`config.mk`:
```
export PLATFORM = sky130hd
export DESIGN_NAME = nmcu_layer_alu
export DESIGN_NICKNAME = d
export VERILOG_FILES = /design/src/hdl/nmcu_pkg.sv /design/src/hdl/nmcu_layer_alu.sv
export VERILOG_INCLUDE_DIRS = /design/src /design/src/include
export SDC_FILE = /design/constraint.sdc
export NUM_CORES = 1
export LEC_CHECK = 0
export BUFFER_PORTS_ARGS = -buffer_cell sky130_fd_sc_hd__buf_2
export CELL_PAD_IN_SITES_DETAIL_PLACEMENT = 2
export CELL_PAD_IN_SITES_GLOBAL_PLACEMENT = 2
export CORE_MARGIN = 2
export CORE_UTILIZATION = 31
export CTS_CLUSTER_SIZE = 12
export DETAILED_ROUTE_END_ITERATION = 8
export HOLD_SLACK_MARGIN = 0.15
export PLACE_DENSITY = 0.93
export SETUP_SLACK_MARGIN = 0.02
export SLEW_MARGIN = 20
export SYNTH_ARGS = -nofsm -noshare
export SYNTH_HDL_FRONTEND = slang
export SYNTH_SLANG_ARGS = --single-unit
```
`constraint.sdc`:
```
create_clock -name clk -period 1.3 [get_ports clk]
set_input_delay 0.065 -clock clk [delete_from_list [all_inputs] [get_ports clk]]
set_output_delay 0.065 -clock clk [all_outputs]
set_load 0.05 [all_outputs]
```
`src/include/nmcu_consts.svh`:
```
`ifndef NMCU_CONSTS_SVH
`define NMCU_CONSTS_SVH

// external memory bus
`define NMCU_ADDR_W 16
`define NMCU_DATA_W 32

// descriptor list
`define NMCU_MAX_DESCS 8
`define NMCU_DESC_IDX_W 3

// tile side limit, iterators share the width
`define NMCU_MAX_DIM 15
`define NMCU_DIM_W 4

`endif

```
`src/hdl/nmcu_pkg.sv`:
```
`default_nettype none

`include "nmcu_consts.svh"

package nmcu_pkg;

    typedef enum logic [1:0] {
        NOP  = 2'd0,
        RSVD = 2'd1,
        MAXP = 2'd2,
        RELU = 2'd3
    } layer_type_e;

    // descriptor word layout
    typedef struct packed {
        logic [21:0]             reserved;
        logic [`NMCU_DIM_W-1:0]  height;
        logic [`NMCU_DIM_W-1:0]  width;
        layer_type_e             ltype;
    } desc_fields_t;

    // read data is a descriptor or an activation, depending on phase
    typedef union packed {
        desc_fields_t                   desc;
        logic signed [`NMCU_DATA_W-1:0] sample;
    } desc_word_u;

endpackage

`default_nettype wire

```
`src/hdl/nmcu_layer_alu.sv`:
```
`default_nettype none

`include "nmcu_consts.svh"

module nmcu_layer_alu (
    input  logic                          clk,
    input  logic                          rst,
    input  nmcu_pkg::layer_type_e         op,
    input  logic [3:0][`NMCU_DATA_W-1:0]  win,
    output logic [`NMCU_DATA_W-1:0]       result
);

    logic [`NMCU_DATA_W-1:0] top_max;
    logic [`NMCU_DATA_W-1:0] bot_max;
    logic [`NMCU_DATA_W-1:0] pool;
    logic [`NMCU_DATA_W-1:0] relu;

    // signed max over the window, two rows then across
    assign top_max = ($signed(win[0]) > $signed(win[1])) ? win[0] : win[1];
    assign bot_max = ($signed(win[2]) > $signed(win[3])) ? win[2] : win[3];
    assign pool    = ($signed(top_max) > $signed(bot_max)) ? top_max : bot_max;

    // relu on the upper left sample only
    assign relu = win[0][`NMCU_DATA_W-1] ? '0 : win[0];

    always_ff @(posedge clk or posedge rst) begin
        if (rst) begin
            result <= '0;
        end else begin
            result <= (op == nmcu_pkg::MAXP) ? pool : relu;
        end
    end

endmodule

`default_nettype wire

```
==> metrics.txt, run 1 <==
tool error [ERROR DPL-0033] detailed placement checks failed during check placement.; Mapped Cells just over 600; flops & latches, synth 32; asr flop ratio synth 100%; die width 129 um; synth unique cells between 40 and 50; syn_area_per_cell around 8 um2; Netlist Area Pre-Place a little under 5000 um2; row count 45; Placer Congestion between 0.9 and 1; # IOs 164; Halt Stage detailed placement; Ys Warns 0; Chip Height 129 um; Main synth FF type dfrtp_1; outcome aborted with a tool error; Mapped Nets between 800 and 900; post-synthesis sequential area ratio between 15 and 20%; Post-synth EDFFs 0; Starting Density approximately a third; number of port buffers between 150 and 200; Final HPWL DP between 20000 and 30000 um
-- synth_stat cells, types with 2 or more instances --
cell / number / area share (%)
buf_6: 2 / 0.46
nand2_1: 95 / 7.3
nor4_1: 4 / 0.51
a21oi_1: 61 / 6.3
nor2_1: 9 / 0.69
and2_1: 2 / 0.26
o221ai_1: 40 / 7.2
inv_1: 71 / 5.5
a31oi_1: 10 / 1.3
nor2b_1: 5 / 0.64
a211oi_1: 3 / 0.46
o211ai_1: 3 / 0.46
dfrtp_1: 32 / 16
o31ai_1: 2 / 0.31
o21ai_0: 31 / 3.2
nand3_1: 12 / 1.2
mux2_2: 31 / 7.2
nand4_1: 21 / 2.7
clkbuf_1: 25 / 1.9
o21a_1: 2 / 0.31
a21o_1: 7 / 1.1
a222oi_1: 20 / 4.1
ha_1: 96 / 25
a221o_1: 2 / 0.41
buf_2: 7 / 0.72
a2111oi_0: 4 / 0.72
nor3_1: 2 / 0.21
-- kinds of logic after synthesis --
family / after synthesis / synth area share, %
AOI/OAI and AO/OA: 198 / 28.1
adders and majority gates: 96 / 24.6
buffers and inverters: 105 / 8.56
DFF: 32 / 16.4
muxes: 32 / 7.36
and+or+nand+nor: 157 / 15.0
-- stage by stage --
step	cell area [um2]	setup TNS, ns	std cells	hold WS (ns)	setup WS, ns
floorplan	5260	-83.13	620	0.175	-2.61
global placement	7980	-108.13	1202	0.174	-3.40
==> run 2, diff against run 1 <==
--- a/config.mk
+++ b/config.mk
@@ -7,15 +7,10 @@
 export NUM_CORES = 1
 export LEC_CHECK = 0
 export BUFFER_PORTS_ARGS = -buffer_cell sky130_fd_sc_hd__buf_2
-export CELL_PAD_IN_SITES_DETAIL_PLACEMENT = 2
-export CELL_PAD_IN_SITES_GLOBAL_PLACEMENT = 2
 export CORE_MARGIN = 2
-export CORE_UTILIZATION = 31
-export CTS_CLUSTER_SIZE = 12
+export CORE_UTILIZATION = 28
 export DETAILED_ROUTE_END_ITERATION = 8
-export HOLD_SLACK_MARGIN = 0.15
-export PLACE_DENSITY = 0.93
-export SETUP_SLACK_MARGIN = 0.02
+export PLACE_DENSITY_LB_ADDON = 0.15
 export SLEW_MARGIN = 20
 export SYNTH_ARGS = -nofsm -noshare
 export SYNTH_HDL_FRONTEND = slang
==> run 2 against run 1 <==
Against the previous run: the flow now finishes, with violations (setup timing); synthesized area stayed put; synthesized cell count stayed put.
==> metrics.txt, run 2 <==
Netlist Area Pre-Place 4880 um2 (unchanged); worst hold path type primary input to flop; Chip Height 136 um (was 129 um); Worst Setup End Kind flop; CTS Buffer Depth 2; die area between 15000 and 20000 um2; Worst setup SP type primary input; total net switching power between 3 and 4 mW; Final HPWL DP 17000 um (was 29100 um); commonest non-fill, non-tap cell in the layout buf_4; Req. time, crit path approximately 1.5 ns; TNS Setup -94.70 ns; Starting Density 28.4% (was 31.9%); Tcrit/Tclk final 331%; Power Density 869 nW/um2; total routed wirelength ~23000 um; row count 48 (was 45); most flop-heavy register result; Final min period 4.30 ns; CP arrival ~4.5 ns; Synth top cells by count ha_1 (96), nand2_1 (95), inv_1 (71) (unchanged); # IOs 164 (unchanged); Via Count just under 7000; crit path kind primary input to flop; worst vdd ir ~600 uV; initial antenna violation count 0; Core Region 17200 um2; syn_area_per_cell 7.87 um2 (unchanged); vias per inst between 5 and 6; Area Growth Syn to Fin 103%; first drt pass iteration count 8; Yosys top cell by area ha_1 (unchanged); power share of the clock group ~15%; post-DR wirelength/cell between 15 and 20 um; Slew Viols, Final 0; Clock transition at path regs about 0.060 ns; die width 136 um (was 129 um); pre-CTS setup slack -3.43 ns; ANT cells 0; DR DRC count 0; Post-synth EDFFs 0 (unchanged); P_int between 4 and 5 mW; share of layout cells above drive strength 1 around 61%; total track usage about a quarter; Main synth FF type dfrtp_1 (unchanged); Pwr Total 8.59 mW; combinational fraction of design power between 70 and 80%; max reg flops 32; largest net degree at the start of global routing 36; # setup viols final 32; number of port buffers 163 (unchanged); Mapped Nets 848 (unchanged); Worst Tran Pin Value between 0.5 and 0.6 ns; CTS tree done; Mapped Cells 620 (unchanged); first-pass GRT wire length 34700 um; net switching fraction of the power a little over two fifths; worst-path fanout max 15; Final Hold Fails 0; Largest regs result x32; Fillers 1507; crit path launch win[63]; Fmax ~230 MHz; synth unique cells 48 (unchanged); CTS buffer count 5; fin nets 1303; commonest non-fill, non-tap cells in the layout buf_4 (291), buf_2 (136), nand2_1 (78); largest cells by area after synthesis ha_1 (25%), dfrtp_1 (16%), nand2_1 (7.3%), o221ai_1 (7.2%), mux2_2 (7.2%) (unchanged); Leak about 4.9 nW; Final WS setup -3.00 ns; asr flop ratio synth 100% (unchanged); sequential share of power between 10% and 20%; Slew HR between 60 and 70%; post-synthesis sequential area ratio 16.4% (unchanged); failing checks setup timing; Num Clock Sinks 32; GRT overflow 0; final antenna-violating net count 0; count leader, synth ha_1 (unchanged); RSZ-0062 raised after global routing yes; initial drt markers 402; root buf cell clkbuf_16; Placer Congestion 0.889 (was 0.989); flops & latches, synth 32 (unchanged); outcome finished, violations left (was aborted with a tool error); critical path endpoint result[14]; final core utilization between 50% and 60%; Max-Cap Viols 0; number of global-route vias before repair slightly below 7000; htree depth 2; Ys Warns 0 (unchanged); Synth top area share 24.6% (unchanged)
==> run 2: cell counts after synthesis <==
Identical to the previous run, type by type.
==> run 2: per-stage QoR <==
stage	area [um2]	instances	hold WS, ns
after detailed placement	8150	1238	0.205
after global placement	8150	1238	0.206
after floorplan	5260	620	0.175
after global routing	9890	1301	0.0245
after CTS	9410	1287	0.0478
final	9890	1301	0.0134
==> run 2: how the worst min path moves through the flow <==
stage / startpoint / to / slack (ns) / depth (start not counted)
after global routing: win[29] / result[29] / 0.02 / 3
after detailed placement: rst / result[9] / 0.20 / 3
after floorplan: win[10] / result[10] / 0.17 / 2
after CTS: win[29] / result[29] / 0.05 / 3
final: win[29] / result[29] / 0.01 / 3
after global placement: rst / result[9] / 0.21 / 3
==> run 2: critical path, cell delays in order <==
cell and delay [ns]:
buf_8 0.09, inv_4 0.03, ha_4 0.27, nor2b_4 0.16, o21ai_4 0.09, a2111oi_4 0.33, nor4b_4 0.31, o21a_1 0.19
or2_4 0.18, buf_6 0.13, buf_4 0.12, buf_12 0.15, mux2_2 0.35, ha_1 0.33, nand2_2 0.09, nor2_2 0.16
nand4_1 0.14, buf_4 0.17, a21oi_4 0.16, o31ai_4 0.08, nor3b_2 0.24, nand2_2 0.16, buf_6 0.17, buf_16 0.14
o221ai_2 0.17
==> run 2: kinds of logic (layout without fill, tap and decap cells) <==
logic type                 Yosys count  in the layout  synth area share, %
DFF                                 32             32                 16.4
AOI/OAI and AO/OA                  198            198                 28.1
adders and majority gates           96             96                 24.6
buffers and inverters              105            561                 8.56
muxes                               32             32                 7.36
and+or+nand+nor                    157            157                 15.0
==> run 2: power groups by stage <==
| stage | Sequential (mW) | Combinational (mW) | Clock (mW) |
|---|---|---|---|
| 3_3_place_gp | 1.23 | 4.76 | 0 |
| 2_1_floorplan | 1.80 | 2.10 | 0 |
| 6_report | 1.21 | 6.10 | 1.28 |
| 3_5_place_dp | 1.23 | 4.83 | 0 |
| 4_1_cts | 1.21 | 5.62 | 1.29 |
| 5_1_grt | 1.22 | 6.51 | 1.33 |
==> run 2: per-layer routing <==
layer | up-vias | track usage, % | share of wire (%)
li1 | 3282 | - | -
met1 | 3251 | 31.2 | 44
met2 | 200 | 42.0 | 49
met3 | 36 | 2.31 | 4.6
met4 | 0 | 7.58 | 2.2
met5 | - | 0 | 0
==> run 2: layout make-up <==
cell class	count	area, um2	area share (%)
Multi-Input combinational cell	483	4730	47.8
Clock buffer	8	146	1.48
Tap cell	225	282	2.85
Inverter	71	289	2.92
Sequential cell	32	801	8.10
Timing Repair Buffer	482	3640	36.8
==> run 2: repair_timing <==
action                                  4_1_cts  5_1_grt
gates cloned                                  6        0
endpoints found under the setup margin       32       32
hold endpoints to repair                     32        0
resized for setup                           145       64
buffers inserted                             34       14
hold buffers                                  1        0
pin swaps                                    33       30
Power figures use the tool's default switching activity.
