[src/include/nmcu_consts.svh]
`ifndef NMCU_CONSTS_SVH
`define NMCU_CONSTS_SVH

// external memory bus
`define NMCU_ADDR_W 16
`define NMCU_DATA_W 32

// descriptor list
`define NMCU_MAX_DESCS 8
`define NMCU_DESC_IDX_W 3

// tile side limit, iterators share the width
`define NMCU_MAX_DIM 15
`define NMCU_DIM_W 4

`endif

[src/hdl/nmcu_pkg.sv]
`default_nettype none

`include "nmcu_consts.svh"

package nmcu_pkg;

    typedef enum logic [1:0] {
        NOP  = 2'd0,
        RSVD = 2'd1,
        MAXP = 2'd2,
        RELU = 2'd3
    } layer_type_e;

    // descriptor word layout
    typedef struct packed {
        logic [21:0]             reserved;
        logic [`NMCU_DIM_W-1:0]  height;
        logic [`NMCU_DIM_W-1:0]  width;
        layer_type_e             ltype;
    } desc_fields_t;

    // read data is a descriptor or an activation, depending on phase
    typedef union packed {
        desc_fields_t                   desc;
        logic signed [`NMCU_DATA_W-1:0] sample;
    } desc_word_u;

endpackage

`default_nettype wire

[src/hdl/nmcu_ctrl.sv]
`default_nettype none

`include "nmcu_consts.svh"

module nmcu_ctrl (
    input  logic                          clk,
    input  logic                          rst,
    input  logic                          start,
    output logic                          done,
    input  logic [`NMCU_ADDR_W-1:0]       desc_addr,
    input  logic [`NMCU_ADDR_W-1:0]       input_addr,
    input  logic [`NMCU_ADDR_W-1:0]       output_addr,
    input  logic [`NMCU_DIM_W-1:0]        full_input_width,
    output logic [`NMCU_ADDR_W-1:0]       addr,
    output logic                          mem_sel,
    output logic                          mem_w,
    output logic [`NMCU_DATA_W-1:0]       wr_data,
    input  nmcu_pkg::desc_word_u          rd_data,
    input  logic                          ready,
    output logic                          desc_we,
    output logic [`NMCU_DESC_IDX_W-1:0]   desc_idx,
    input  nmcu_pkg::desc_fields_t        cur_desc,
    input  nmcu_pkg::desc_fields_t        next_desc,
    output logic                          buf_we,
    output logic                          buf_to_spare,
    output logic [`NMCU_DIM_W-1:0]        buf_row,
    output logic [`NMCU_DIM_W-1:0]        buf_col,
    output logic [`NMCU_DATA_W-1:0]       buf_wdata,
    output logic [`NMCU_DIM_W-1:0]        rd_row,
    output logic [`NMCU_DIM_W-1:0]        rd_col,
    output logic                          swap,
    input  logic [3:0][`NMCU_DATA_W-1:0]  win,
    output nmcu_pkg::layer_type_e         alu_op,
    input  logic [`NMCU_DATA_W-1:0]       alu_result
);

    typedef enum logic [2:0] {
        IDLE,
        READ_DESCS,
        READ_INPUTS,
        RUN_LAYER,
        WRITEBACK,
        FINISHED
    } state_t;

    state_t                        state;
    logic [`NMCU_DESC_IDX_W-1:0]   idx;
    logic [`NMCU_DIM_W-1:0]        row;
    logic [`NMCU_DIM_W-1:0]        col;
    logic                          half;
    logic                          xfer;
    logic                          is_pool;
    logic                          next_term;
    logic [`NMCU_DIM_W-1:0]        it_w;
    logic [`NMCU_DIM_W-1:0]        it_h;
    logic                          col_last;
    logic                          row_last;
    logic [`NMCU_ADDR_W-1:0]       row_step;

    // nop and rsvd both end the list
    function automatic logic is_term(input nmcu_pkg::layer_type_e t);
        return (t == nmcu_pkg::NOP) || (t == nmcu_pkg::RSVD);
    endfunction

    assign xfer    = mem_sel && ready;
    assign is_pool = (state == RUN_LAYER) && (cur_desc.ltype == nmcu_pkg::MAXP);

    // slot 7 terminates even without a terminal type
    assign next_term = is_term(next_desc.ltype) ||
                       (idx == `NMCU_DESC_IDX_W'(`NMCU_MAX_DESCS - 2));

    // pooling iterates over the output shape, given by the next descriptor
    assign it_w     = is_pool ? next_desc.width : cur_desc.width;
    assign it_h     = is_pool ? next_desc.height : cur_desc.height;
    assign col_last = (col == it_w - 1'b1);
    assign row_last = (row == it_h - 1'b1);

    // jump from the end of a tile row to the start of the next image row
    assign row_step = `NMCU_ADDR_W'(full_input_width) - `NMCU_ADDR_W'(cur_desc.width) + 1'b1;

    assign desc_idx = idx;
    assign alu_op   = cur_desc.ltype;

    always_comb begin
        desc_we      = (state == READ_DESCS) && xfer;
        buf_we       = ((state == READ_INPUTS) && xfer) || ((state == RUN_LAYER) && half);
        buf_to_spare = (state == RUN_LAYER);
        buf_row      = row;
        buf_col      = col;
        buf_wdata    = (state == READ_INPUTS) ? rd_data.sample : alu_result;
        swap         = (state == RUN_LAYER) && half && col_last && row_last;
        rd_row       = is_pool ? (row << 1) : row;
        rd_col       = is_pool ? (col << 1) : col;
    end

    always_ff @(posedge clk or posedge rst) begin
        if (rst) begin
            state   <= IDLE;
            idx     <= '0;
            row     <= '0;
            col     <= '0;
            half    <= 1'b0;
            addr    <= '0;
            mem_sel <= 1'b0;
            mem_w   <= 1'b0;
            done    <= 1'b0;
        end else begin
            case (state)
                IDLE: begin
                    if (start) begin
                        addr    <= desc_addr;
                        idx     <= '0;
                        mem_sel <= 1'b1;
                        state   <= READ_DESCS;
                    end
                end
                READ_DESCS: begin
                    // a low mem_sel here is the stall cycle after a transfer
                    if (!mem_sel) begin
                        mem_sel <= 1'b1;
                    end else if (ready) begin
                        mem_sel <= 1'b0;
                        if (is_term(rd_data.desc.ltype) ||
                            idx == `NMCU_DESC_IDX_W'(`NMCU_MAX_DESCS - 1)) begin
                            idx   <= '0;
                            row   <= '0;
                            col   <= '0;
                            addr  <= input_addr;
                            state <= READ_INPUTS;
                        end else begin
                            idx  <= idx + 1'b1;
                            addr <= addr + 1'b1;
                        end
                    end
                end
                READ_INPUTS: begin
                    if (!mem_sel) begin
                        mem_sel <= 1'b1;
                    end else if (ready) begin
                        mem_sel <= 1'b0;
                        if (!col_last) begin
                            col  <= col + 1'b1;
                            addr <= addr + 1'b1;
                        end else if (!row_last) begin
                            col  <= '0;
                            row  <= row + 1'b1;
                            addr <= addr + row_step;
                        end else begin
                            col   <= '0;
                            row   <= '0;
                            addr  <= output_addr;
                            state <= is_term(cur_desc.ltype) ? WRITEBACK : RUN_LAYER;
                        end
                    end
                end
                RUN_LAYER: begin
                    // first half presents the window, second half stores the result
                    half <= ~half;
                    if (half) begin
                        if (!col_last) begin
                            col <= col + 1'b1;
                        end else if (!row_last) begin
                            col <= '0;
                            row <= row + 1'b1;
                        end else begin
                            col <= '0;
                            row <= '0;
                            idx <= idx + 1'b1;
                            if (next_term) begin
                                state <= WRITEBACK;
                            end
                        end
                    end
                end
                WRITEBACK: begin
                    if (!mem_sel) begin
                        mem_sel <= 1'b1;
                        mem_w   <= 1'b1;
                    end else if (ready) begin
                        mem_sel <= 1'b0;
                        mem_w   <= 1'b0;
                        addr    <= addr + 1'b1;
                        if (!col_last) begin
                            col <= col + 1'b1;
                        end else if (!row_last) begin
                            col <= '0;
                            row <= row + 1'b1;
                        end else begin
                            state <= FINISHED;
                        end
                    end
                end
                FINISHED: begin
                    done <= 1'b1;
                end
                default: begin
                    state <= IDLE;
                end
            endcase
        end
    end

    // latched as the write request is raised, held until accepted
    always_ff @(posedge clk) begin
        if (state == WRITEBACK && !mem_sel) begin
            wr_data <= win[0];
        end
    end

endmodule

`default_nettype wire

[config.mk]
export PLATFORM = sky130hd
export DESIGN_NAME = nmcu_ctrl
export DESIGN_NICKNAME = d
export VERILOG_FILES = /design/src/hdl/nmcu_pkg.sv /design/src/hdl/nmcu_ctrl.sv
export VERILOG_INCLUDE_DIRS = /design/src /design/src/include
export SDC_FILE = /design/constraint.sdc
export NUM_CORES = 1
export LEC_CHECK = 0
export BUFFER_PORTS_ARGS = -buffer_cell sky130_fd_sc_hd__clkbuf_2
export CAP_MARGIN = 0
export CORE_AREA = 10 10 154 156
export DETAILED_ROUTE_END_ITERATION = 10
export DIE_AREA = 0 0 164 166
export GPL_ROUTABILITY_DRIVEN = 0
export PLACE_DENSITY = 0.61
export SETUP_SLACK_MARGIN = 0.05
export SLEW_MARGIN = 15
export SYNTH_ARGS = -nofsm -noshare
export SYNTH_HDL_FRONTEND = slang
export SYNTH_SLANG_ARGS = --single-unit
[constraint.sdc]
create_clock -name clk -period 4.3 [get_ports clk]
set_input_delay 0.215 -clock clk [delete_from_list [all_inputs] [get_ports clk]]
set_output_delay 0.215 -clock clk [all_outputs]
set_load 0.02 [all_outputs]
======== Word-level counts from Yosys, hierarchy flattened ========
Index checks and enable logic that the tools add are counted.
storage, ports and cells
  logic and storage cells ................. 154
  flip-flop bits (word level) ............. 66
  output and inout bits ................... 108
operators by class
  equality and inequality tests ........... 32
  multiplexer cells ....................... 70
  bitwise logic cells ..................... 2
  reductions and logical operators ........ 31
  add/sub/neg operators ................... 9
operators by type and width
  cell                                                                count
  16-bit two-way mux                                                  10
  4-bit two-way mux                                                   24
  3-bit two-way mux                                                   24
  16-bit one-hot mux with 4 select lines                              1
  32-bit two-way mux                                                  1
  4-bit one-hot mux with 4 select lines                               2
  2-bit != test, second input constant                                12
  3-bit one-hot mux with 6 select lines                               1
  17-bit AND reduction                                                1
  16-bit by 1-bit adder with 16-bit output, second input constant     1
  16-bit adder                                                        1
  3-bit equality test, second input constant                          4
  2-bit by 1-bit != test with 1-bit output, second input constant     6
  11-bit AND reduction                                                1
  10-bit AND reduction                                                1
  3-bit one-hot mux with 3 select lines                               1
  4-bit by 1-bit adder with 4-bit output, second input constant       2
  4-bit equality test                                                 2
  1-bit logical AND                                                   8
  8-bit AND reduction                                                 1
  4-bit nonzero test                                                  2
  4-bit by 1-bit subtractor with 4-bit output, second input constant  2
  7-bit AND reduction                                                 1
  5-bit by 2-bit adder with 6-bit output, second input constant       1
  other kinds (18)                                                    34

======== Depth between registers and ports, before layout ========
  depth in word-level cells ............... 10
  depth in mapped cells ................... 17
  depth with buffers taken out ............ 17

======== Least setup slack after synthesis ========
No wires, ideal clock.
  path kind ............................... input to register
  from .................................... in full_input_width[0]
  to ...................................... reg addr[12]
  stages on the path ...................... 17
  buffers on the path ..................... 1
  library setup time ...................... 0.082 ns
  arrival time ............................ 3.973 ns
  required time ........................... 4.218 ns
  setup slack ............................. 0.245 ns
  cell sequence ........................... inv_1 -> ha_1 -> inv_1 -> fa_1 -> xnor2_1 -> nor3b_1 -> a31oi_1 -> ha_1 -> clkbuf_1 -> a211oi_1 -> nand2_1 -> a2bb2oi_1 -> a21oi_1 -> or4b_2 -> o21ai_0 -> o21ai_0 -> a31oi_1
on the way
  cells in the longest elaborated chain, start to end .. 8
ends and longest elaborated chain
  item                                                          line              RTL
  start, declared                                               nmcu_ctrl.sv:13   input logic [`NMCU_DIM_W-1:0] full_input_width,
  4-bit by 4-bit subtractor with 5-bit output (no source line)  -
  5-bit by 2-bit adder with 6-bit output (no source line)       -
  16-bit adder                                                  nmcu_ctrl.sv:147  addr <= addr + row_step;
  16-bit two-way mux                                            nmcu_ctrl.sv:144  end else if (!row_last) begin
  16-bit two-way mux                                            nmcu_ctrl.sv:141  if (!col_last) begin
  16-bit two-way mux                                            nmcu_ctrl.sv:139  end else if (ready) begin
  16-bit two-way mux                                            nmcu_ctrl.sv:137  if (!mem_sel) begin
  16-bit one-hot mux with 4 select lines                        nmcu_ctrl.sv:108  case (state)
  end signal, assigned                                          nmcu_ctrl.sv:111  addr <= desc_addr;
  end signal, assigned                                          nmcu_ctrl.sv:143  addr <= addr + 1'b1;
  end signal, assigned                                          nmcu_ctrl.sv:147
  end, declared                                                 nmcu_ctrl.sv:14   output logic [`NMCU_ADDR_W-1:0] addr,
Every way passes these cells. The select of a mux whose other input is x is not followed.
A chain may end at the register's enable or synchronous reset.

======== Worst setup path in the final report ========
  from .................................... in cur_desc[2] in the netlist's numbering
  to ...................................... reg addr[13]
on the way
  cells in the longest elaborated chain, start to end .. 8
  elaborated cells on any way between the ends .. 11
  classes of those cells .................. 4 x add/sub; 1 x eq/ne; 6 x mux
ends and longest elaborated chain
  item                                                          line              RTL
  start, declared                                               nmcu_ctrl.sv:22   input nmcu_pkg::desc_fields_t cur_desc,
  4-bit by 4-bit subtractor with 5-bit output (no source line)  -
  5-bit by 2-bit adder with 6-bit output (no source line)       -
  16-bit adder                                                  nmcu_ctrl.sv:147
  16-bit two-way mux                                            nmcu_ctrl.sv:144
  16-bit two-way mux *                                          nmcu_ctrl.sv:141
  16-bit two-way mux *                                          nmcu_ctrl.sv:139
  16-bit two-way mux *                                          nmcu_ctrl.sv:137
  16-bit one-hot mux with 4 select lines *                      nmcu_ctrl.sv:108
Mark *: on every way between the ends. The rest lies on a longest branch, timed or not. The select of a mux whose other input is x is not followed.

==> impl_metrics.tcl <==
set metrics [dict create \
    layout-drive-gt1-share_pct 34.63 \
    critical_path.top_delay_family "compound AO/OA/AOI/OAI gates" \
    syn-cell-area_mm2 0.005619 \
    syn_nets 1038 \
    overflow 0 \
    finalHoldViolCount 0 \
    yosysMostFrequentCell "nand2_1" \
    p_per_area_mw_per_mm2 732.0 \
    power_leakage_nw 3.738 \
    grt_pass1_wl_um 38900 \
    drtIter0Drc 572 \
    relSlewSlack_pct 48.00 \
    cts.sinks 66 \
    htree_num_levels 3 \
    synth_cell_types 78 \
    synth_cells 695 \
    fin_nets 1317 \
    max_freq_mhz 264.2 \
    post-cts-setup-buffers 0 \
    hp-class "in2reg" \
    core-area_mm2 0.02069 \
    outcome "completed" \
    finalClockSkew_ns 0.01287 \
    slew_viol_final 0 \
    path_cells "clkbuf_2, ha_1, inv_1, fa_1, xnor2_1, nor3b_1, a31oi_1, buf_4, ha_1, and4_1, a21oi_1, a41oi_2, buf_4, nor4bb_1, a21oi_1, a211o_1, a221oi_1" \
    cts_hold_buf 1 \
    io_pins 420 \
    clk_pin_slew_ns 0.07 \
    yosysTopAreaCellShare_pct 17.10 \
    cp_max_fo 12 \
    grt_max_degree 38 \
    via_per_inst 5.047 \
    grt_usage_pct 18.76 \
    finish.utilization_pct 37.05 \
    synth_top_area_cell "edfxtp_1" \
    grt-busiest-layer "met1" \
    routed_wl_um 26320 \
    area.growth.synth_to_final_pct 36.41 \
    detail-route-antenna-nets 0 \
    critPathMaxStageDelay_ns 0.39 \
    worst_pin_slew_ns 0.7771 \
    fin_crit_sh_pct 88.01 \
    rows 53 \
    post_cts_resized 0 \
    fp.dieW_um 164 \
    ir_drop_mv 0.2203 \
    yosysSeqAreaShare_pct 32.24 \
    dieHeight_um 166 \
    cts_tree "done" \
    vias 6334 \
    cp.required_ns 4.55 \
    grt_pass1_vias 6323 \
    root_buffer "clkbuf_16" \
    grtUsageMet3_pct 6.594 \
    portBuffers 278 \
    startpoint_type "input pin" \
    first_pass_iters 4 \
    ys_ff_latch 66 \
    path_buf_inv 4 \
    end_kind "flip-flop" \
    syn_area_per_cell_um2 8.085 \
    synth_ff_type "dfrtp_1" \
    dp_hpwl_um 21220 \
    routedWlPerCell_um 20.97 \
    min_period_ns 3.784 \
    setup_viol 0 \
    synth_warnings 0 \
    synth_common_cells "nand2_1 (149), nor2_1 (65), a21oi_1 (45)" \
    use_met2_pct 25.42 \
    clkLatencyLatePin_ns 0.35 \
    cp.arrival_ns 4.03 \
    use_met1_pct 27.37 \
    synth_edf_count 32 \
    cts_buffers 9 \
    drc_errors 0 \
    antenna_found_initial 3 \
    ctsLongestPathBuffers 2 \
    ys_top_cells_by_area "edfxtp_1 (17%), dfrtp_1 (15%), nand2_1 (10%)" \
    cp_slowest_cell "fa_1" \
    max-cap-violations 0 \
    die_area_mm2 0.02722 \
    rsz0062_at_grt "no" \
    synthArstFlopShare_pct 51.52 \
    worstSetupPathType "in2reg" \
    tns_ns 0 \
    initial_core_util_pct 27.16 \
]
routing by layer:
layer	vias up	part of all wire, %
met4	0	1.5
met2	271	40
met1	2997	49
met3	28	9.7
li1	3038	-
met5	-	0
final timing paths:
| path | start | cells past startpoint | slack, ns | endpoint |
|---|---|---|---|---|
| setup / recovery | cur_desc[2] | 17 | 0.52 | addr[13] |
| hold / removal | win[18] | 1 | 0.04 | wr_data[18] |
| setup reg to reg | state[2] | 14 | 0.83 | addr[11] |
| hold reg to reg | done | 1 | 0.47 | done |
| max in group asynchronous | rst | 4 | 3.39 | addr[12] |
| min in group asynchronous | rst | 4 | 0.54 | buf_row[2] |
cell usage in the layout, fill, tap and decap left out, drive strengths merged, types with 10 or more instances in the layout:
cell type / n
clkbuf: 287
nand2: 151
nand2b: 10
nor2: 65
inv: 25
buf: 23
edfxtp: 32
o21ai: 41
nand3: 19
nor3: 17
nor2b: 11
xnor2: 26
a21oi: 45
xor2: 15
dfrtp: 34
ha: 29
mux2i: 16
power by group:
part | switching, mW | internal, mW | total (mW) | leakage (nW)
registers | 0.261 | 0.808 | 1.07 | 0.704
logic | 2.38 | 1.43 | 3.82 | 2.90
clock network | 0.331 | 0.395 | 0.726 | 0.130
total | 2.98 | 2.63 | 5.61 | 3.74
final cells by class:
class	count	area, um^2
antenna	1	2.502
clock buffer	9	225.2
clock inverter	7	53.80
fill	2218	13030
inverter	24	90.09
multi-input combinational	571	3563
sequential	66	1812
tap	275	344.1
timing repair buffer	302	1574
registers in the layout, indices dropped and copies added (netlist names):
name	cells
addr	16
buf_col	4
buf_row	4
desc_idx	3
done	1
half	1
mem_sel	1
mem_w	1
state	3
wr_data	32
worst reg2reg max path: stages, from the launching register on:
cell	delay [ns]
dfrtp_1	0.39
nand4b_4	0.25
nor2_1	0.21
nor2_1	0.06
a21oi_1	0.12
ha_1	0.17
xor2_1	0.30
xor2_1	0.13
o31ai_2	0.31
nand4_2	0.21
a221oi_2	0.28
buf_4	0.25
a21oi_1	0.09
a2111oi_0	0.43
a221oi_1	0.14
through the flow:
step	instance area [um^2]	hold WS [ns]	total power, mW	cells	setup WS (ns)
finish	7665	0.03984	5.611	1255	0.5155
detailed placement	7371	0.3592	4.885	1237	0.2319
global route	7665	0.03112	6.084	1255	0.2872
global placement	7371	0.3589	4.842	1237	0.2966
CTS	7660	0.02886	5.628	1254	0.6034
floorplan	5619	0.3139	3.685	695	0.2451
cell families (layout without fill, tap and decap cells):
| group | count (synthesis) | in the layout | synth area share, % |
|---|---|---|---|
| buffers and inverters | 58 | 342 | 4.476 |
| other | 0 | 1 | 0 |
| muxes | 17 | 17 | 3.050 |
| DFF | 66 | 66 | 32.24 |
| xor gates and xnor gates | 41 | 41 | 6.391 |
| and+or+nand+nor | 310 | 310 | 25.43 |
| AOI/OAI and AO/OA | 171 | 171 | 21.06 |
| adders and majority gates | 32 | 32 | 7.348 |
Note: power is estimated with default switching activity, not from simulation.
